<file path="src/rtl/lsuPkg.sv">
package lsuPkg;

  //////////////////////////////////////////////////
  // widths
  //////////////////////////////////////////////////

  // data word width of the core, the LSU only supports RV32
  localparam int XLEN = 32;

  // a full data word as seen by the core and the bus
  typedef logic [XLEN-1:0] word_t;

  // byte address, physical and virtual are the same here
  typedef logic [XLEN-1:0] adr_t;

  // bit 1 requests a read and bit 0 requests a write
  // zero means the instruction in the memory stage does not touch memory
  typedef logic [1:0] memRw_t;

  // funct3 of the load or store, bit 2 selects zero extension
  // and bits 1:0 give the access size
  typedef logic [2:0] funct3_t;

  // size code on the bus, funct3 with the unsigned bit cleared
  typedef logic [2:0] busSize_t;

  // size codes found in funct3 bits 1:0
  localparam logic [1:0] sizeByte = 2'b00;
  localparam logic [1:0] sizeHalf = 2'b01;
  localparam logic [1:0] sizeWord = 2'b10;

  //////////////////////////////////////////////////
  // memory-stage request
  //////////////////////////////////////////////////

  // writeData is already replicated onto the byte lanes
  typedef struct packed {
    memRw_t  rw;
    funct3_t funct3;
    adr_t    adr;
    word_t   writeData;
  } lsuReq_t;

  // states of the uncached bus access controller
  typedef enum logic [1:0] {
    busIdle,
    busAccess,
    busDone
  } busState_e;

endpackage

</file>
<file path="src/rtl/lsu.sv">
`timescale 1ns/100ps

module lsu import lsuPkg::*; (
  input  logic     clk,
  input  logic     rst,
  // core control
  input  logic     stallM,
  input  logic     flushM,
  output logic     lsuStallM,
  // core address and data
  input  adr_t     ieuAdrE,
  input  memRw_t   memRwM,
  input  funct3_t  funct3M,
  input  word_t    writeDataM,
  output word_t    readDataM,
  // faults to the trap logic
  output logic     loadMisalignedFaultM,
  output logic     storeMisalignedFaultM,
  // uncached word bus
  output adr_t     lsuBusAdr,
  output logic     lsuBusRead,
  output logic     lsuBusWrite,
  input  logic     lsuBusAck,
  input  word_t    lsuBusHrdata,
  output word_t    lsuBusHwdata,
  output busSize_t lsuBusSize
);

  lsuReq_t req;
  logic    misaligned;
  word_t   rdWord;

  //////////////////////////////////////////////////
  // address stage, bus controller, read extractor
  //////////////////////////////////////////////////

  // the bus stall is the only stall source, so it goes straight to the core
  lsuAddrStage i_lsuAddrStage (
    .clk, .rst, .stallM, .flushM,
    .busStall (lsuStallM),
    .ieuAdrE, .memRwM, .funct3M, .writeDataM,
    .req, .loadMisalignedFaultM, .storeMisalignedFaultM, .misaligned
  );

  lsuBusCtrl i_lsuBusCtrl (
    .clk, .rst, .stallM, .req, .misaligned,
    .lsuBusAck, .lsuBusHrdata,
    .busStall (lsuStallM),
    .lsuBusAdr, .lsuBusRead, .lsuBusWrite, .lsuBusSize, .lsuBusHwdata,
    .rdWord
  );

  // load data is formed from the captured word and the held request
  lsuSubwordRead i_lsuSubwordRead (
    .rdWord,
    .req,
    .readDataM
  );

endmodule

</file>
<file path="src/rtl/lsuAddrStage.sv">
`timescale 1ns/100ps

module lsuAddrStage import lsuPkg::*; (
  input  logic    clk,
  input  logic    rst,
  input  logic    stallM,
  input  logic    flushM,
  input  logic    busStall,
  input  adr_t    ieuAdrE,
  input  memRw_t  memRwM,
  input  funct3_t funct3M,
  input  word_t   writeDataM,
  output lsuReq_t req,
  output logic    loadMisalignedFaultM,
  output logic    storeMisalignedFaultM,
  output logic    misaligned
);

  adr_t  adrM;
  word_t laneData;
  logic  adrEn;

  //////////////////////////////////////////////////
  // memory-stage address register
  //////////////////////////////////////////////////

  // the address advances only when neither the core nor the bus holds the pipe
  assign adrEn = ~stallM & ~busStall;

  // flush wins over the enable so a squashed access leaves a zero address
  always_ff @(posedge clk) begin
    if (rst) begin
      adrM <= '0;
    end else if (flushM) begin
      adrM <= '0;
    end else if (adrEn) begin
      adrM <= ieuAdrE;
    end
  end

  //////////////////////////////////////////////////
  // alignment check
  //////////////////////////////////////////////////

  // halfwords need bit 0 clear, words need both low bits clear
  // bytes are always aligned
  always_comb begin
    case (funct3M[1:0])
      sizeHalf: misaligned = adrM[0];
      sizeWord: misaligned = |adrM[1:0];
      default:  misaligned = 1'b0;
    endcase
  end

  // the fault follows the direction of the access in the memory stage
  // and is a level for as long as the instruction sits there
  assign loadMisalignedFaultM  = misaligned & memRwM[1];
  assign storeMisalignedFaultM = misaligned & memRwM[0];

  // store data is placed on the byte lanes before it reaches the bus
  lsuSubwordWrite i_lsuSubwordWrite (
    .funct3    (funct3M),
    .writeData (writeDataM),
    .laneData  (laneData)
  );

  // the control fields are already memory-stage signals from the core
  always_comb begin
    req.rw        = memRwM;
    req.funct3    = funct3M;
    req.adr       = adrM;
    req.writeData = laneData;
  end

endmodule

</file>
<file path="src/rtl/lsuBusCtrl.sv">
`timescale 1ns/100ps

module lsuBusCtrl import lsuPkg::*; (
  input  logic     clk,
  input  logic     rst,
  input  logic     stallM,
  input  lsuReq_t  req,
  input  logic     misaligned,
  input  logic     lsuBusAck,
  input  word_t    lsuBusHrdata,
  output logic     busStall,
  output adr_t     lsuBusAdr,
  output logic     lsuBusRead,
  output logic     lsuBusWrite,
  output busSize_t lsuBusSize,
  output word_t    lsuBusHwdata,
  output word_t    rdWord
);

  busState_e state;
  busState_e stateNext;
  logic      reqPresent;
  logic      inAccess;

  // a misaligned access is reported as a fault and never reaches the bus
  assign reqPresent = (req.rw != 2'b00) & ~misaligned;

  assign inAccess = (state == busAccess);

  //////////////////////////////////////////////////
  // access state machine
  //////////////////////////////////////////////////

  always_ff @(posedge clk) begin
    if (rst) begin
      state <= busIdle;
    end else begin
      state <= stateNext;
    end
  end

  always_comb begin
    stateNext = state;
    case (state)
      // start the bus cycle on the edge after the request shows up
      busIdle: begin
        if (reqPresent) begin
          stateNext = busAccess;
        end
      end
      // wait for the memory, however long it takes
      busAccess: begin
        if (lsuBusAck) begin
          stateNext = busDone;
        end
      end
      // hold the result until the core lets the instruction move on
      busDone: begin
        if (~stallM) begin
          stateNext = busIdle;
        end
      end
      default: begin
        stateNext = busIdle;
      end
    endcase
  end

  // stall from the first cycle the request is seen until the ack
  // the done state releases the core so the load data can be consumed
  assign busStall = (state == busIdle & reqPresent) | inAccess;

  //////////////////////////////////////////////////
  // bus drive
  //////////////////////////////////////////////////

  // strobes are levels that stay up through the ack cycle
  assign lsuBusRead  = inAccess & req.rw[1];
  assign lsuBusWrite = inAccess & req.rw[0];

  // address, size and data are held stable by the stalled address register
  assign lsuBusAdr    = req.adr;
  assign lsuBusSize   = {1'b0, req.funct3[1:0]};
  assign lsuBusHwdata = req.writeData;

  //////////////////////////////////////////////////
  // read word capture
  //////////////////////////////////////////////////

  // hrdata is only valid in the ack cycle, so keep a copy for the done state
  always_ff @(posedge clk) begin
    if (inAccess & lsuBusAck) begin
      rdWord <= lsuBusHrdata;
    end
  end

endmodule

</file>
<file path="src/rtl/lsuSubwordRead.sv">
`timescale 1ns/100ps

module lsuSubwordRead import lsuPkg::*; (
  input  word_t   rdWord,
  input  lsuReq_t req,
  output word_t   readDataM
);

  logic [7:0]  byteSel;
  logic [15:0] halfSel;
  logic        zeroExt;

  //////////////////////////////////////////////////
  // lane select
  //////////////////////////////////////////////////

  // the bus returns the whole aligned word, low address bits pick the lane
  always_comb begin
    case (req.adr[1:0])
      2'b00:   byteSel = rdWord[7:0];
      2'b01:   byteSel = rdWord[15:8];
      2'b10:   byteSel = rdWord[23:16];
      default: byteSel = rdWord[31:24];
    endcase
  end

  // only bit 1 matters for an aligned halfword
  assign halfSel = req.adr[1] ? rdWord[31:16] : rdWord[15:0];

  // lbu and lhu set funct3 bit 2
  assign zeroExt = req.funct3[2];

  //////////////////////////////////////////////////
  // extension
  //////////////////////////////////////////////////

  always_comb begin
    case (req.funct3[1:0])
      sizeByte: begin
        readDataM = {{24{byteSel[7] & ~zeroExt}}, byteSel};
      end
      sizeHalf: begin
        readDataM = {{16{halfSel[15] & ~zeroExt}}, halfSel};
      end
      // words and the unused size code pass the full word
      default: begin
        readDataM = rdWord;
      end
    endcase
  end

  // the output is meaningful in the done state of the bus controller
  // and stays steady there because rdWord and the request are both held

endmodule

</file>
<file path="src/rtl/lsuSubwordWrite.sv">
`timescale 1ns/100ps

module lsuSubwordWrite import lsuPkg::*; (
  input  funct3_t funct3,
  input  word_t   writeData,
  output word_t   laneData
);

  // the bus memory picks the byte enables from address and size
  // so the data only has to be present on every lane it could land on

  //////////////////////////////////////////////////
  // lane replication
  //////////////////////////////////////////////////

  always_comb begin
    case (funct3[1:0])
      // a byte can land on any of the four lanes
      sizeByte: begin
        laneData = {4{writeData[7:0]}};
      end
      // a halfword lands on the lower or upper half
      sizeHalf: begin
        laneData = {2{writeData[15:0]}};
      end
      // full words go out unchanged
      default: begin
        laneData = writeData;
      end
    endcase
  end

  // the unsigned bit in funct3 has no meaning for a store
  // and the bus size code drops it as well

  // note that the lower lanes always carry the original data
  // which keeps a word store identical to the core's operand

endmodule
</file>
<file path="config.mk">
export PLATFORM = sky130hd
export DESIGN_NAME = lsu
export DESIGN_NICKNAME = d
export VERILOG_FILES = /design/src/rtl/lsuPkg.sv /design/src/rtl/lsu.sv /design/src/rtl/lsuAddrStage.sv /design/src/rtl/lsuBusCtrl.sv /design/src/rtl/lsuSubwordRead.sv /design/src/rtl/lsuSubwordWrite.sv
export SDC_FILE = /design/constraint.sdc
export NUM_CORES = 1
export LEC_CHECK = 0
export BUFFER_PORTS_ARGS = -buffer_cell sky130_fd_sc_hd__buf_4
export CAP_MARGIN = 20
export CORE_UTILIZATION = 47
export CTS_CLUSTER_DIAMETER = 80
export DETAILED_ROUTE_END_ITERATION = 12
export GPL_ROUTABILITY_DRIVEN = 0
export PLACE_DENSITY_LB_ADDON = 0.12
export SYNTH_ARGS = -nofsm -noshare
export SYNTH_HDL_FRONTEND = slang
export SYNTH_SLANG_ARGS = --single-unit
export TNS_END_PERCENT = 50
</file>
<file path="constraint.sdc">
create_clock -name clk -period 4.02 [get_ports clk]
set_clock_uncertainty 0.2 [all_clocks]
set_input_delay 0.201 -clock clk [delete_from_list [all_inputs] [get_ports clk]]
set_output_delay 0.201 -clock clk [all_outputs]
set_load 0.05 [all_outputs]
</file>
==> results of run 1 <==
-- layout by cell type, fill, tap and decap left out, drive strengths merged, types with 2 or more instances in the layout --
master	count
buf	212
nand2	101
dlygate4sd3	67
mux2i	35
dfxtp	34
edfxtp	32
o21ai	17
mux2	16
a221o	12
clkbuf	12
nor2b	10
a22oi	10
a22o	8
inv	5
and2	4
nor2	4
ha	3
clkinv	3
a21oi	2
nand2b	2
a211o	2
-- final cells by class --
class,instances,area [sq um],area share (%)
clock inverters,4,31.3,0.534
multi-input cells,241,1590,27.2
well taps,99,124,2.12
repair buffers,279,2280,39.0
inverters,4,15.0,0.256
flip-flops and latches,66,1640,28.0
clock buffers,12,166,2.84
-- stage by stage --
stage / instances / util, % / hold WS [ps] / power, mW
2_1_floorplan: 347 / - / 70.1 / 1.12
3_3_place_gp: 621 / 68.7 / 179 / 1.30
3_5_place_dp: 621 / 68.7 / 181 / 1.31
4_1_cts: 704 / 80.8 / 265 / 1.91
5_1_grt: 705 / 81.1 / 295 / 1.98
6_report: 705 / 81.1 / 261 / 1.91
-- per-layer routing --
metal  GRT usage (%)  share of wire, %  vias to the layer above  wire [um]
li1                -                 -                     1720          -
met1            32.0                39                     1617       4280
met2            47.4                50                      164       5460
met3            6.03               7.9                       23        861
met4            12.5               2.6                        0        284
met5               0                 0                        -          0
-- repair_timing --
item | in CTS | in global routing
setup endpoints to repair | 0 | 0
endpoints found under the hold margin | 66 | 0
hold buffers | 67 | 0
gates resized for setup | 0 | 0
-- power by group through the flow --
stage,combinational [mW],clock (mW),sequential [mW]
after floorplan,0.349,0,0.774
after global placement,0.545,0,0.758
after detailed placement,0.553,0,0.760
after CTS,0.607,0.554,0.744
after global routing,0.644,0.588,0.746
final,0.614,0.551,0.744
-- kinds of logic (layout without fill, tap and decap cells) --
family	after synthesis	after routing	share of synthesized area, %
adders and majority gates	3	3	1.08
DFF	66	66	47.1
buffers and inverters	40	299	7.50
AOI/OAI and AO/OA	59	59	12.9
other	1	1	0.108
and+or+nand+nor	126	126	15.5
muxes	52	52	15.9
-- sequential cells by signal, indices dropped and copies added (netlist names) --
register / cells
i_lsuBusCtrl.rdWord: 32
i_lsuBusCtrl.state: 2
i_lsuAddrStage.adrM: 32
-- Yosys cell counts (3+ instances only) --
master	n
and2_1	4
mux2i_1	35
a22oi_1	10
edfxtp_1	32
ha_1	3
dfxtp_1	34
buf_4	12
a221o_1	12
inv_1	4
nor2_1	4
nand2_1	101
buf_12	3
clkbuf_1	16
a22o_1	8
mux2_2	16
nor2b_1	10
o21ai_0	17
-- worst max-delay path by stage --
stage                     to  slack (ps)                   start
2_1_floorplan  readDataM[19]        1220  i_lsuAddrStage.adrM[1]
4_1_cts        readDataM[23]        1080  i_lsuAddrStage.adrM[1]
5_1_grt        readDataM[23]         950  i_lsuAddrStage.adrM[1]
3_5_place_dp   readDataM[10]        1330              funct3M[1]
3_3_place_gp   readDataM[11]        1420              funct3M[1]
6_report       readDataM[23]        1030  i_lsuAddrStage.adrM[1]
-- tightest hold or removal path, cell delays in order (launching register included) --
cell	delay [ps]
dfxtp_1	310
nand2_1	50
mux2i_1	50
==> impl_results.html, run 1 <==
<table>
<tr><th>Metric</th><th>Value</th></tr>
<tr><th colspan="2">Floorplan</th></tr>
<tr><td>FP Rows</td><td>31</td></tr>
<tr><td>Number of top-level pins</td><td>210</td></tr>
<tr><td>Die height</td><td>88.1 um</td></tr>
<tr><td>Core ar.</td><td>7210 sq um</td></tr>
<tr><td>Width of the chip</td><td>88.1 um</td></tr>
<tr><td>Starting density of the core</td><td>48.3%</td></tr>
<tr><td>Die outline area</td><td>7770 sq um</td></tr>
<tr><th colspan="2">Finish</th></tr>
<tr><td>Antenna Cells</td><td>0</td></tr>
<tr><td>Area growth from synthesis to final layout</td><td>67.9%</td></tr>
<tr><td>Share of final-layout standard cells stronger than drive strength 1</td><td>41.4%</td></tr>
<tr><td>Final design instance area without fill</td><td>5850 sq um</td></tr>
<tr><td>Count of filler cells inserted in the layout</td><td>463</td></tr>
<tr><td>Final nets</td><td>710</td></tr>
<tr><th colspan="2">Global routing</th></tr>
<tr><td>Initial antenna violation count</td><td>0</td></tr>
<tr><td>GR Util All Layers</td><td>27.2%</td></tr>
<tr><td>Final global-route overflow total</td><td>0</td></tr>
<tr><td>Via count of the first global-routing pass</td><td>3448</td></tr>
<tr><td>Wire length of the first global-routing pass</td><td>16200 um</td></tr>
<tr><td>Largest net degree at the start of global routing</td><td>65</td></tr>
<tr><th colspan="2">Placement</th></tr>
<tr><td>Placed cell area</td><td>4960 sq um</td></tr>
<tr><td>Port-buffer cells</td><td>208</td></tr>
<tr><td>Half-perimeter wire length of the detailed placement result</td><td>7060 um</td></tr>
<tr><td>Place WS</td><td>1330 ps</td></tr>
<tr><th colspan="2">STA</th></tr>
<tr><td>Max Clk Rate</td><td>334 MHz</td></tr>
<tr><td>Sum of negative setup slack</td><td>0 ps</td></tr>
<tr><td>RSZ-0062 raised after global routing</td><td>false</td></tr>
<tr><td>Least setup slack across all paths after layout</td><td>1030 ps</td></tr>
<tr><td>Final period util</td><td>74.4%</td></tr>
<tr><td>Pins over their slew limit</td><td>0</td></tr>
<tr><td>Tightest Pin Transition</td><td>992 ps</td></tr>
<tr><td>Final setup viols</td><td>0</td></tr>
<tr><td>Max-slew headroom</td><td>33.8%</td></tr>
<tr><td>Final period demand of the worst path</td><td>2990 ps</td></tr>
<tr><td>Number of failing hold endpoints at the final stage</td><td>0</td></tr>
<tr><th colspan="2">Clock network</th></tr>
<tr><td>Clock sink total</td><td>66</td></tr>
<tr><td>Clock tree from TritonCTS</td><td>built</td></tr>
<tr><td>Skew-Pair Late Insertion Delay</td><td>340 ps</td></tr>
<tr><td>CTS H-tree lvls</td><td>3</td></tr>
<tr><td>Clock transition at path regs</td><td>80 ps</td></tr>
<tr><td>TritonCTS Buffers</td><td>9</td></tr>
<tr><td>Root Buffer Master</td><td>clkbuf_8</td></tr>
<tr><td>Post-CTS setup buffers</td><td>0</td></tr>
<tr><td>Number of buffers on the longest clock path</td><td>2</td></tr>
<tr><th colspan="2">Power and ir drop</th></tr>
<tr><td>Power Density</td><td>326 nW/um^2</td></tr>
<tr><td>Power dissipated by switching net loads</td><td>0.649 mW</td></tr>
<tr><td>Highest ir drop seen on vdd</td><td>0.000312 V</td></tr>
<tr><td>Switching share of total power</td><td>34.0%</td></tr>
<tr><td>Static Leak</td><td>2.78 nW</td></tr>
<tr><td>Sequential group share of total power</td><td>39.0%</td></tr>
<tr><td>Share of power burned in combinational logic</td><td>32.2%</td></tr>
<tr><td>Power Internal</td><td>1.26 mW</td></tr>
<tr><td>Clock network power share</td><td>28.9%</td></tr>
<tr><th colspan="2">Setup path</th></tr>
<tr><td>Longest individual stage delay on the worst path</td><td>820 ps</td></tr>
<tr><td>Element type at the critical path end</td><td>output port</td></tr>
<tr><td>CP Max Fanout</td><td>16</td></tr>
<tr><td>Classification of the worst setup path</td><td>reg2out</td></tr>
<tr><td>Startpoint of the worst-slack reg-to-reg timing path</td><td>i_lsuAddrStage.adrM[1]</td></tr>
<tr><td>Critical path data arrival time</td><td>2590 ps</td></tr>
<tr><td>Number of cells on the critical path</td><td>4</td></tr>
<tr><td>R2R Path End</td><td>i_lsuAddrStage.adrM[7]</td></tr>
<tr><td>Cells traversed along the worst timing path</td><td>mux2_2 -&gt; a2bb2oi_2 -&gt; o21ai_0 -&gt; buf_4</td></tr>
<tr><td>Top delay family on crit path</td><td>flip-flops</td></tr>
<tr><td>Worst reg2reg path depth</td><td>3</td></tr>
<tr><td>Buffers and inverters on the worst path</td><td>1</td></tr>
<tr><td>Required time at the endpoint of the critical path</td><td>3620 ps</td></tr>
<tr><td>Library cell contributing the largest single delay on the critical path</td><td>dfxtp_1</td></tr>
<tr><td>Launching element type of the critical path</td><td>flip-flop</td></tr>
<tr><td>Worst R2R Setup Slack</td><td>1500 ps</td></tr>
<tr><th colspan="2">Worst hold path</th></tr>
<tr><td>Hold path startpoint</td><td>i_lsuAddrStage.adrM[27]</td></tr>
<tr><td>Worst hold stages</td><td>2</td></tr>
<tr><td>Worst Hold End</td><td>i_lsuAddrStage.adrM[27]</td></tr>
<tr><td>Worst min path class</td><td>reg2reg</td></tr>
<tr><th colspan="2">Yosys</th></tr>
<tr><td>Async set or reset register ratio after synthesis</td><td>0%</td></tr>
<tr><td>Library cell with the largest summed area after synthesis</td><td>edfxtp_1</td></tr>
<tr><td>Gate Count Post-Synth</td><td>347</td></tr>
<tr><td>Post-Synthesis Cell Area</td><td>3490 sq um</td></tr>
<tr><td>Synthesized net count</td><td>456</td></tr>
<tr><td>Fraction of the yosys area taken by sequential cells</td><td>47.1%</td></tr>
<tr><td>Cells taking the most area after synthesis</td><td>edfxtp_1 (28%), dfxtp_1 (20%), nand2_1 (11%)</td></tr>
<tr><td>Unique cell type count in the Yosys netlist</td><td>38</td></tr>
<tr><td>Post-synth EDFFs</td><td>32</td></tr>
<tr><td>Number of synthesis warnings</td><td>0</td></tr>
<tr><td>Flop and latch count out of synthesis</td><td>66</td></tr>
<tr><td>Primary flip-flop cell chosen by synthesis mapping</td><td>dfxtp_1</td></tr>
<tr><td>Portion of synthesized cell area occupied by the leading cell type</td><td>27.6%</td></tr>
<tr><td>Per-instance average area after synthesis</td><td>10.0 sq um</td></tr>
<tr><th colspan="2">Drt</th></tr>
<tr><td>Per-cell via count in the routed design</td><td>5.00</td></tr>
<tr><td>Detailed-route via count</td><td>3524</td></tr>
<tr><td>Routed wirelength normalized by instance count</td><td>15.5 um</td></tr>
<tr><td>Total DRC errors in the routed layout</td><td>0</td></tr>
<tr><td>Number of optimization iterations in the first detailed-route pass</td><td>4</td></tr>
<tr><td>Iteration-0 DRC Markers</td><td>122</td></tr>
<tr><td>Post-DRT Antenna Nets</td><td>0</td></tr>
<tr><td>DRT Wirelength</td><td>10900 um</td></tr>
<tr><th colspan="2">Status</th></tr>
<tr><td>Outcome</td><td>complete, no violations</td></tr>
<tr><th colspan="2">Job</th></tr>
<tr><td>Max-capacitance violation count</td><td>0</td></tr>
</table>
(Power assumes the default switching activity.)
==> run 2: changes to the inputs <==
--- a/config.mk
+++ b/config.mk
@@ -7,7 +7,7 @@
 export LEC_CHECK = 0
 export BUFFER_PORTS_ARGS = -buffer_cell sky130_fd_sc_hd__buf_4
 export CAP_MARGIN = 20
-export CORE_UTILIZATION = 47
+export CORE_UTILIZATION = 39
 export CTS_CLUSTER_DIAMETER = 80
 export DETAILED_ROUTE_END_ITERATION = 12
 export GPL_ROUTABILITY_DRIVEN = 0
==> constraint.sdc (replaced) <==
create_clock -name clk -period 2.46 [get_ports clk]
set_clock_uncertainty 0.2 [all_clocks]
set_input_delay 0.123 -clock clk [delete_from_list [all_inputs] [get_ports clk]]
set_output_delay 0.123 -clock clk [all_outputs]
set_load 0.05 [all_outputs]
==> run 2 against run 1 <==
Effect of this change: critical path type unchanged; register-to-register slack got worse by 860 ps; combinational power increased by 64%; first-iteration DRC count increased by 9.8%; largest power group unchanged; cell area increased by 1.4%; core utilization decreased by 13 points; clock power increased by 77%; die area increased by 20%.
==> impl_results.html, run 2 (synthesized netlist as in run 1, its figures left out) <==
<table>
<tr><th>Metric</th><th>Value</th></tr>
<tr><th colspan="2">Setup path</th></tr>
<tr><td>Cells traversed along the worst timing path</td><td>mux4_2 -&gt; nor3b_4 -&gt; a211o_1 -&gt; buf_4</td></tr>
<tr><td>Required time at the endpoint of the critical path</td><td>2140 ps</td></tr>
<tr><td>Worst reg2reg path depth</td><td>5</td></tr>
<tr><td>Longest individual stage delay on the worst path</td><td>560 ps</td></tr>
<tr><td>Startpoint of the worst-slack reg-to-reg timing path</td><td>i_lsuAddrStage.adrM[1]</td></tr>
<tr><td>Critical path data arrival time</td><td>2060 ps</td></tr>
<tr><td>Classification of the worst setup path</td><td>reg2out</td></tr>
<tr><td>Library cell contributing the largest single delay on the critical path</td><td>mux4_2</td></tr>
<tr><td>Launching element type of the critical path</td><td>flip-flop</td></tr>
<tr><td>R2R Path End</td><td>i_lsuAddrStage.adrM[16]</td></tr>
<tr><td>CP Max Fanout</td><td>9</td></tr>
<tr><td>Worst R2R Setup Slack</td><td>640 ps</td></tr>
<tr><td>Element type at the critical path end</td><td>output port</td></tr>
<tr><th colspan="2">Drt</th></tr>
<tr><td>Detailed-route via count</td><td>3513</td></tr>
<tr><td>Number of optimization iterations in the first detailed-route pass</td><td>4</td></tr>
<tr><td>Routed wirelength normalized by instance count</td><td>14.6 um</td></tr>
<tr><td>Iteration-0 DRC Markers</td><td>134</td></tr>
<tr><td>Per-cell via count in the routed design</td><td>4.87</td></tr>
<tr><td>DRT Wirelength</td><td>10500 um</td></tr>
<tr><td>Post-DRT Antenna Nets</td><td>0</td></tr>
<tr><td>Total DRC errors in the routed layout</td><td>0</td></tr>
<tr><th colspan="2">Finish</th></tr>
<tr><td>Share of final-layout standard cells stronger than drive strength 1</td><td>42.4%</td></tr>
<tr><td>Most used cells in the layout excluding fill and tap cells</td><td>buf_4 (218), nand2_1 (101), dlygate4sd3_1 (67)</td></tr>
<tr><td>Post-route core utilization</td><td>68.4%</td></tr>
<tr><td>Most common cell after layout, fill and taps aside</td><td>buf_4</td></tr>
<tr><td>Antenna Cells</td><td>0</td></tr>
<tr><td>Area growth from synthesis to final layout</td><td>70.3%</td></tr>
<tr><td>Biggest regs</td><td>i_lsuAddrStage.adrM (32), i_lsuBusCtrl.rdWord (32), i_lsuBusCtrl.state (2)</td></tr>
<tr><td>Final nets</td><td>717</td></tr>
<tr><td>Non-Filler Instances</td><td>721</td></tr>
<tr><th colspan="2">Power and ir drop</th></tr>
<tr><td>Power Density</td><td>539 nW/um^2</td></tr>
<tr><td>Switching share of total power</td><td>32.4%</td></tr>
<tr><td>Sequential group share of total power</td><td>37.9%</td></tr>
<tr><td>Overall power consumption</td><td>3.20 mW</td></tr>
<tr><td>Clock network power share</td><td>30.5%</td></tr>
<tr><td>Power Internal</td><td>2.16 mW</td></tr>
<tr><td>Share of power burned in combinational logic</td><td>31.6%</td></tr>
<tr><td>Power dissipated by switching net loads</td><td>1.04 mW</td></tr>
<tr><td>Highest ir drop seen on vdd</td><td>0.000302 V</td></tr>
<tr><td>Static Leak</td><td>2.82 nW</td></tr>
<tr><th colspan="2">Global routing</th></tr>
<tr><td>Wire length of the first global-routing pass</td><td>15200 um</td></tr>
<tr><td>Initial antenna violation count</td><td>0</td></tr>
<tr><td>Via count of the first global-routing pass</td><td>3210</td></tr>
<tr><td>Largest net degree at the start of global routing</td><td>65</td></tr>
<tr><td>GR Util All Layers</td><td>21.6%</td></tr>
<tr><td>Final global-route overflow total</td><td>0</td></tr>
<tr><th colspan="2">Status</th></tr>
<tr><td>Outcome</td><td>complete, no violations</td></tr>
<tr><th colspan="2">Placement</th></tr>
<tr><td>Half-perimeter wire length of the detailed placement result</td><td>7360 um</td></tr>
<tr><td>Place WS</td><td>307 ps</td></tr>
<tr><td>Port-buffer cells</td><td>208</td></tr>
<tr><td>Placed cells</td><td>638</td></tr>
<tr><th colspan="2">Floorplan</th></tr>
<tr><td>Core ar.</td><td>8680 sq um</td></tr>
<tr><td>FP Rows</td><td>34</td></tr>
<tr><td>Starting density of the core</td><td>40.2%</td></tr>
<tr><td>Width of the chip</td><td>96.5 um</td></tr>
<tr><td>Die height</td><td>96.5 um</td></tr>
<tr><td>Die outline area</td><td>9320 sq um</td></tr>
<tr><td>Number of top-level pins</td><td>210</td></tr>
<tr><th colspan="2">Worst hold path</th></tr>
<tr><td>Worst hold stages</td><td>4</td></tr>
<tr><td>Hold path startpoint</td><td>memRwM[1]</td></tr>
<tr><td>Worst min path class</td><td>in2reg</td></tr>
<tr><td>Worst Hold End</td><td>i_lsuBusCtrl.state[0]</td></tr>
<tr><th colspan="2">Clock network</th></tr>
<tr><td>Number of buffers on the longest clock path</td><td>2</td></tr>
<tr><td>Skew-Pair Late Insertion Delay</td><td>330 ps</td></tr>
<tr><td>Clock transition at path regs</td><td>70 ps</td></tr>
<tr><td>CTS H-tree lvls</td><td>3</td></tr>
<tr><td>Clock tree from TritonCTS</td><td>built</td></tr>
<tr><td>Clock sink total</td><td>66</td></tr>
<tr><td>Root Buffer Master</td><td>clkbuf_8</td></tr>
<tr><td>TritonCTS Buffers</td><td>9</td></tr>
<tr><th colspan="2">STA</th></tr>
<tr><td>Final setup viols</td><td>0</td></tr>
<tr><td>Final period util</td><td>97.0%</td></tr>
<tr><td>Pins over their slew limit</td><td>0</td></tr>
<tr><td>RSZ-0062 raised after global routing</td><td>false</td></tr>
<tr><td>Max Clk Rate</td><td>419 MHz</td></tr>
<tr><td>Max-slew headroom</td><td>60.2%</td></tr>
<tr><td>Tightest Pin Transition</td><td>597 ps</td></tr>
<tr><td>Sum of negative setup slack</td><td>0 ps</td></tr>
<tr><td>Number of failing hold endpoints at the final stage</td><td>0</td></tr>
<tr><td>Least setup slack across all paths after layout</td><td>73.3 ps</td></tr>
<tr><td>Final period demand of the worst path</td><td>2390 ps</td></tr>
<tr><th colspan="2">Job</th></tr>
<tr><td>Max-capacitance violation count</td><td>0</td></tr>
</table>
==> run 2: worst max path at each step <==
stage,startpoint,endpoint,slack (ps),cells past startpoint
finish,i_lsuAddrStage.adrM[0],readDataM[15],70,4
global route,i_lsuAddrStage.adrM[0],readDataM[15],30,4
CTS,i_lsuAddrStage.adrM[0],readDataM[15],70,4
detailed placement,i_lsuAddrStage.adrM[0],readDataM[15],310,4
global placement,i_lsuAddrStage.adrM[0],readDataM[15],290,4
floorplan,i_lsuAddrStage.adrM[1],readDataM[19],-260,5
==> run 2: layout make-up <==
class | instances | area, sq um
Clock buffer | 11 | 163
Clock inverter | 5 | 58.8
Fill cell | 680 | 2740
Inverter | 4 | 15.0
Multi-Input combinational cell | 241 | 1590
Sequential cell | 66 | 1640
Tap cell | 108 | 135
Timing Repair Buffer | 286 | 2330
==> run 2: power groups by stage <==
stage	registers, mW	clock network [mW]	logic [mW]
floorplan	1.26	0	0.570
global placement	1.24	0	0.919
detailed placement	1.24	0	0.924
CTS	1.21	1.00	1.01
global route	1.22	1.04	1.07
finish	1.21	0.974	1.01
==> run 2: worst max-delay path: cells and delay by family, from the launching register on <==
kind / cells / cell delay (ps)
AOI/OAI and AO/OA: 1 / 310
DFF: 1 / 460
buffers and inverters: 1 / 200
and+or+nand+nor: 1 / 200
muxes: 1 / 560
==> run 2: what timing repair did <==
action | in CTS | in global routing
hold endpoints to repair | 66 | 0
hold buffers | 67 | 0
gates resized for setup | 1 | 0
buffers inserted | 0 | 0
endpoints found under the setup margin | 8 | 0
==> run 2: layer usage <==
layer | share of wire (%) | global-route usage (%) | up-vias | wire [um]
met1 | 39 | 24.2 | 1612 | 4090
met3 | 8.0 | 6.03 | 11 | 841
met5 | 0 | 0 | - | 0
met4 | 1.2 | 5.88 | 0 | 130
li1 | - | - | 1732 | -
met2 | 52 | 39.9 | 158 | 5450
==> run 2: stage by stage <==
stage                     hold slack (ps)  area [sq um]
after floorplan                     -7.93          3490
after global placement                101          5040
after detailed placement              103          5040
after CTS                             170          5940
after global routing                  198          5940
final                                 181          5940
==> run 3: changes to the inputs <==
--- a/config.mk
+++ b/config.mk
@@ -5,9 +5,11 @@
 export SDC_FILE = /design/constraint.sdc
 export NUM_CORES = 1
 export LEC_CHECK = 0
+export ABC_AREA = 1
+export ABC_CLOCK_PERIOD_IN_PS = 2460
 export BUFFER_PORTS_ARGS = -buffer_cell sky130_fd_sc_hd__buf_4
 export CAP_MARGIN = 20
-export CORE_UTILIZATION = 39
+export CORE_UTILIZATION = 40
 export CTS_CLUSTER_DIAMETER = 80
 export DETAILED_ROUTE_END_ITERATION = 12
 export GPL_ROUTABILITY_DRIVEN = 0
==> run 3 against run 2 <==
Effect of this change: cell area rose by 6.8%; largest power group unchanged; cell count rose by 30%; synthesized area rose by 10%; critical path type unchanged; maximum frequency rose by 4.7%.
==> impl_results.html, run 3 <==
<table>
<tr><th>Metric</th><th>Value</th></tr>
<tr><th colspan="2">Clock network</th></tr>
<tr><td>Skew-Pair Late Insertion Delay</td><td>330 ps</td></tr>
<tr><td>Clock sink total</td><td>66</td></tr>
<tr><td>Post-CTS setup buffers</td><td>0</td></tr>
<tr><td>CTS H-tree lvls</td><td>3</td></tr>
<tr><td>Number of buffers on the longest clock path</td><td>2</td></tr>
<tr><td>Root Buffer Master</td><td>clkbuf_8</td></tr>
<tr><td>TritonCTS Buffers</td><td>9</td></tr>
<tr><td>Clock tree from TritonCTS</td><td>built</td></tr>
<tr><td>Clock transition at path regs</td><td>80 ps</td></tr>
<tr><th colspan="2">STA</th></tr>
<tr><td>Final period demand of the worst path</td><td>2280 ps</td></tr>
<tr><td>Pins over their slew limit</td><td>0</td></tr>
<tr><td>Sum of negative setup slack</td><td>0 ps</td></tr>
<tr><td>Final setup viols</td><td>0</td></tr>
<tr><td>Max Clk Rate</td><td>439 MHz</td></tr>
<tr><td>Final period util</td><td>92.7%</td></tr>
<tr><td>Number of failing hold endpoints at the final stage</td><td>0</td></tr>
<tr><td>RSZ-0062 raised after global routing</td><td>false</td></tr>
<tr><td>Tightest Pin Transition</td><td>584 ps</td></tr>
<tr><td>Max-slew headroom</td><td>61.1%</td></tr>
<tr><th colspan="2">Finish</th></tr>
<tr><td>Final nets</td><td>911</td></tr>
<tr><td>Non-Filler Instances</td><td>936</td></tr>
<tr><td>Biggest regs</td><td>i_lsuAddrStage.adrM (32), i_lsuBusCtrl.rdWord (32), i_lsuBusCtrl.state (2)</td></tr>
<tr><td>Most used cells in the layout excluding fill and tap cells</td><td>buf_4 (215), nand2_1 (139), inv_1 (132)</td></tr>
<tr><td>Antenna Cells</td><td>0</td></tr>
<tr><td>Reg area</td><td>1640 sq um</td></tr>
<tr><td>Share of final-layout standard cells stronger than drive strength 1</td><td>31.1%</td></tr>
<tr><td>Count of filler cells inserted in the layout</td><td>795</td></tr>
<tr><td>Multi-input gate area in the final layout</td><td>1490 sq um</td></tr>
<tr><td>Most common cell after layout, fill and taps aside</td><td>buf_4</td></tr>
<tr><td>Area growth from synthesis to final layout</td><td>65.0%</td></tr>
<tr><td>Post-route core utilization</td><td>68.3%</td></tr>
<tr><th colspan="2">Setup path</th></tr>
<tr><td>Cells traversed along the worst timing path</td><td>inv_2 -&gt; nand2_1 -&gt; o21ai_2 -&gt; nand3_1 -&gt; nand2_1 -&gt; nand2_4 -&gt; o211ai_1 -&gt; buf_4</td></tr>
<tr><td>Classification of the worst setup path</td><td>reg2out</td></tr>
<tr><td>Required time at the endpoint of the critical path</td><td>2140 ps</td></tr>
<tr><td>Critical path data arrival time</td><td>1960 ps</td></tr>
<tr><td>Element type at the critical path end</td><td>output port</td></tr>
<tr><td>Most frequent cell on the critical path</td><td>nand2_1</td></tr>
<tr><td>CP Max Fanout</td><td>24</td></tr>
<tr><td>Library cell contributing the largest single delay on the critical path</td><td>dfxtp_1</td></tr>
<tr><td>Longest individual stage delay on the worst path</td><td>350 ps</td></tr>
<tr><td>Launching element type of the critical path</td><td>flip-flop</td></tr>
<tr><th colspan="2">Yosys</th></tr>
<tr><td>Cells taking the most area after synthesis</td><td>edfxtp_1 (25%), dfxtp_1 (18%), nand2_1 (14%)</td></tr>
<tr><td>Post-Synthesis Cell Area</td><td>3840 sq um</td></tr>
<tr><td>Cell with the most instances after synthesis</td><td>nand2_1</td></tr>
<tr><td>Synthesized net count</td><td>655</td></tr>
<tr><td>Primary flip-flop cell chosen by synthesis mapping</td><td>dfxtp_1</td></tr>
<tr><td>Library cell with the largest summed area after synthesis</td><td>edfxtp_1</td></tr>
<tr><td>Post-synth EDFFs</td><td>32</td></tr>
<tr><td>Gate Count Post-Synth</td><td>546</td></tr>
<tr><td>Async set or reset register ratio after synthesis</td><td>0%</td></tr>
<tr><td>Fraction of the yosys area taken by sequential cells</td><td>42.7%</td></tr>
<tr><td>Number of synthesis warnings</td><td>0</td></tr>
<tr><td>Flop and latch count out of synthesis</td><td>66</td></tr>
<tr><td>Portion of synthesized cell area occupied by the leading cell type</td><td>25.0%</td></tr>
<tr><td>Most frequent cells after synthesis</td><td>nand2_1 (139), inv_1 (132), nor2_1 (41), dfxtp_1 (34)</td></tr>
<tr><td>Unique cell type count in the Yosys netlist</td><td>26</td></tr>
<tr><td>Per-instance average area after synthesis</td><td>7.04 sq um</td></tr>
<tr><th colspan="2">Drt</th></tr>
<tr><td>Per-cell via count in the routed design</td><td>4.66</td></tr>
<tr><td>Routed wirelength normalized by instance count</td><td>13.3 um</td></tr>
<tr><td>Total DRC errors in the routed layout</td><td>0</td></tr>
<tr><td>Number of optimization iterations in the first detailed-route pass</td><td>4</td></tr>
<tr><td>DRT Wirelength</td><td>12400 um</td></tr>
<tr><td>Iteration-0 DRC Markers</td><td>166</td></tr>
<tr><td>Detailed-route via count</td><td>4365</td></tr>
<tr><td>Post-DRT Antenna Nets</td><td>0</td></tr>
<tr><th colspan="2">Power and ir drop</th></tr>
<tr><td>Power Density</td><td>543 nW/um^2</td></tr>
<tr><td>Highest ir drop seen on vdd</td><td>0.000345 V</td></tr>
<tr><td>Static Leak</td><td>3.24 nW</td></tr>
<tr><th colspan="2">Worst hold path</th></tr>
<tr><td>Worst min path class</td><td>in2reg</td></tr>
<tr><th colspan="2">Floorplan</th></tr>
<tr><td>Die outline area</td><td>10000 sq um</td></tr>
<tr><td>Width of the chip</td><td>100 um</td></tr>
<tr><td>Die height</td><td>100 um</td></tr>
<tr><td>Starting density of the core</td><td>41.4%</td></tr>
<tr><td>Core ar.</td><td>9280 sq um</td></tr>
<tr><td>FP Rows</td><td>35</td></tr>
<tr><td>Number of top-level pins</td><td>210</td></tr>
<tr><th colspan="2">Global routing</th></tr>
<tr><td>GR Util All Layers</td><td>25.2%</td></tr>
<tr><td>Wire length of the first global-routing pass</td><td>19700 um</td></tr>
<tr><td>Final global-route overflow total</td><td>0</td></tr>
<tr><td>Largest net degree at the start of global routing</td><td>35</td></tr>
<tr><td>Via count of the first global-routing pass</td><td>4216</td></tr>
<tr><td>Initial antenna violation count</td><td>0</td></tr>
<tr><th colspan="2">Placement</th></tr>
<tr><td>Placed cells</td><td>853</td></tr>
<tr><td>Half-perimeter wire length of the detailed placement result</td><td>8620 um</td></tr>
<tr><td>Port-buffer cells</td><td>208</td></tr>
<tr><th colspan="2">Status</th></tr>
<tr><td>Outcome</td><td>complete, no violations</td></tr>
<tr><th colspan="2">Job</th></tr>
<tr><td>Max-capacitance violation count</td><td>0</td></tr>
</table>
run 3: cell types whose count changed after synthesis, sizes merged, moves of 16 or more:
cell,delta
mux2,-16
nand2,+40
nand3,+21
nor2,+37
inv,+130
mux2i,-35
nand4,+32
run 3: per-layer routing:
layer | global-route usage (%) | vias up | part of all wire (%)
met5 | 0 | - | 0
met4 | 8.36 | 0 | 2.1
met3 | 6.55 | 25 | 8.2
met2 | 47.2 | 172 | 51
met1 | 27.5 | 1971 | 39
li1 | - | 2197 | -
run 3: report_power, final:
part | switching (mW) | internal, mW
Combinational | 0.754 | 0.432
Sequential | 0.0228 | 1.20
Clock | 0.434 | 0.600
Total | 1.21 | 2.23
run 3: logic make-up after synthesis:
family                   synth area share [%]
buffers and inverters                    18.9
flip-flops                               42.7
adder cells (fa/ha/maj)                 0.977
other                                  0.0976
AO/OA/AOI/OAI                            9.70
AND/OR/NAND/NOR                          27.6
run 3: worst max-delay path, delay by kind of cell (launching register included):
kind / cells / cell delay [ps]
simple gates: 4 / 510
flops: 1 / 350
compound gates: 2 / 270
buf+inv: 2 / 490
run 3: stage by stage:
stage	power [mW]	cell area (sq um)	setup slack [ps]	hold slack, ps
6_report	3.44	6340	180	29.0
5_1_grt	3.60	6340	3.50	11.4
4_1_cts	3.46	6330	22.8	8.86
3_5_place_dp	2.34	5430	393	102
3_3_place_gp	2.33	5430	465	102
2_1_floorplan	1.96	3840	81.5	-7.93
run 3: final timing paths:
path / from / endpoint / slack, ps / cells past startpoint
hold / removal: flushM / i_lsuAddrStage.adrM[12] / 30 / 5
setup / recovery: i_lsuAddrStage.adrM[1] / readDataM[9] / 180 / 8
setup reg to reg: i_lsuBusCtrl.state[0] / i_lsuBusCtrl.state[1] / 210 / 7
hold reg to reg: i_lsuAddrStage.adrM[11] / i_lsuAddrStage.adrM[11] / 320 / 4
run 3: cell type report:
class / instances / share of cell area, %
Timing Repair Buffer: 284 / 36.5
Sequential cell: 66 / 25.9
Inverter: 134 / 7.93
Clock inverter: 6 / 1.40
Multi-Input combinational cell: 307 / 23.5
Tap cell: 129 / 2.55
Clock buffer: 10 / 2.17
run 3: repair_timing:
item,in CTS,in global routing
hold buffers,67,0
hold endpoints to repair,66,0
gates resized for setup,0,3
endpoints found under the setup margin,0,25
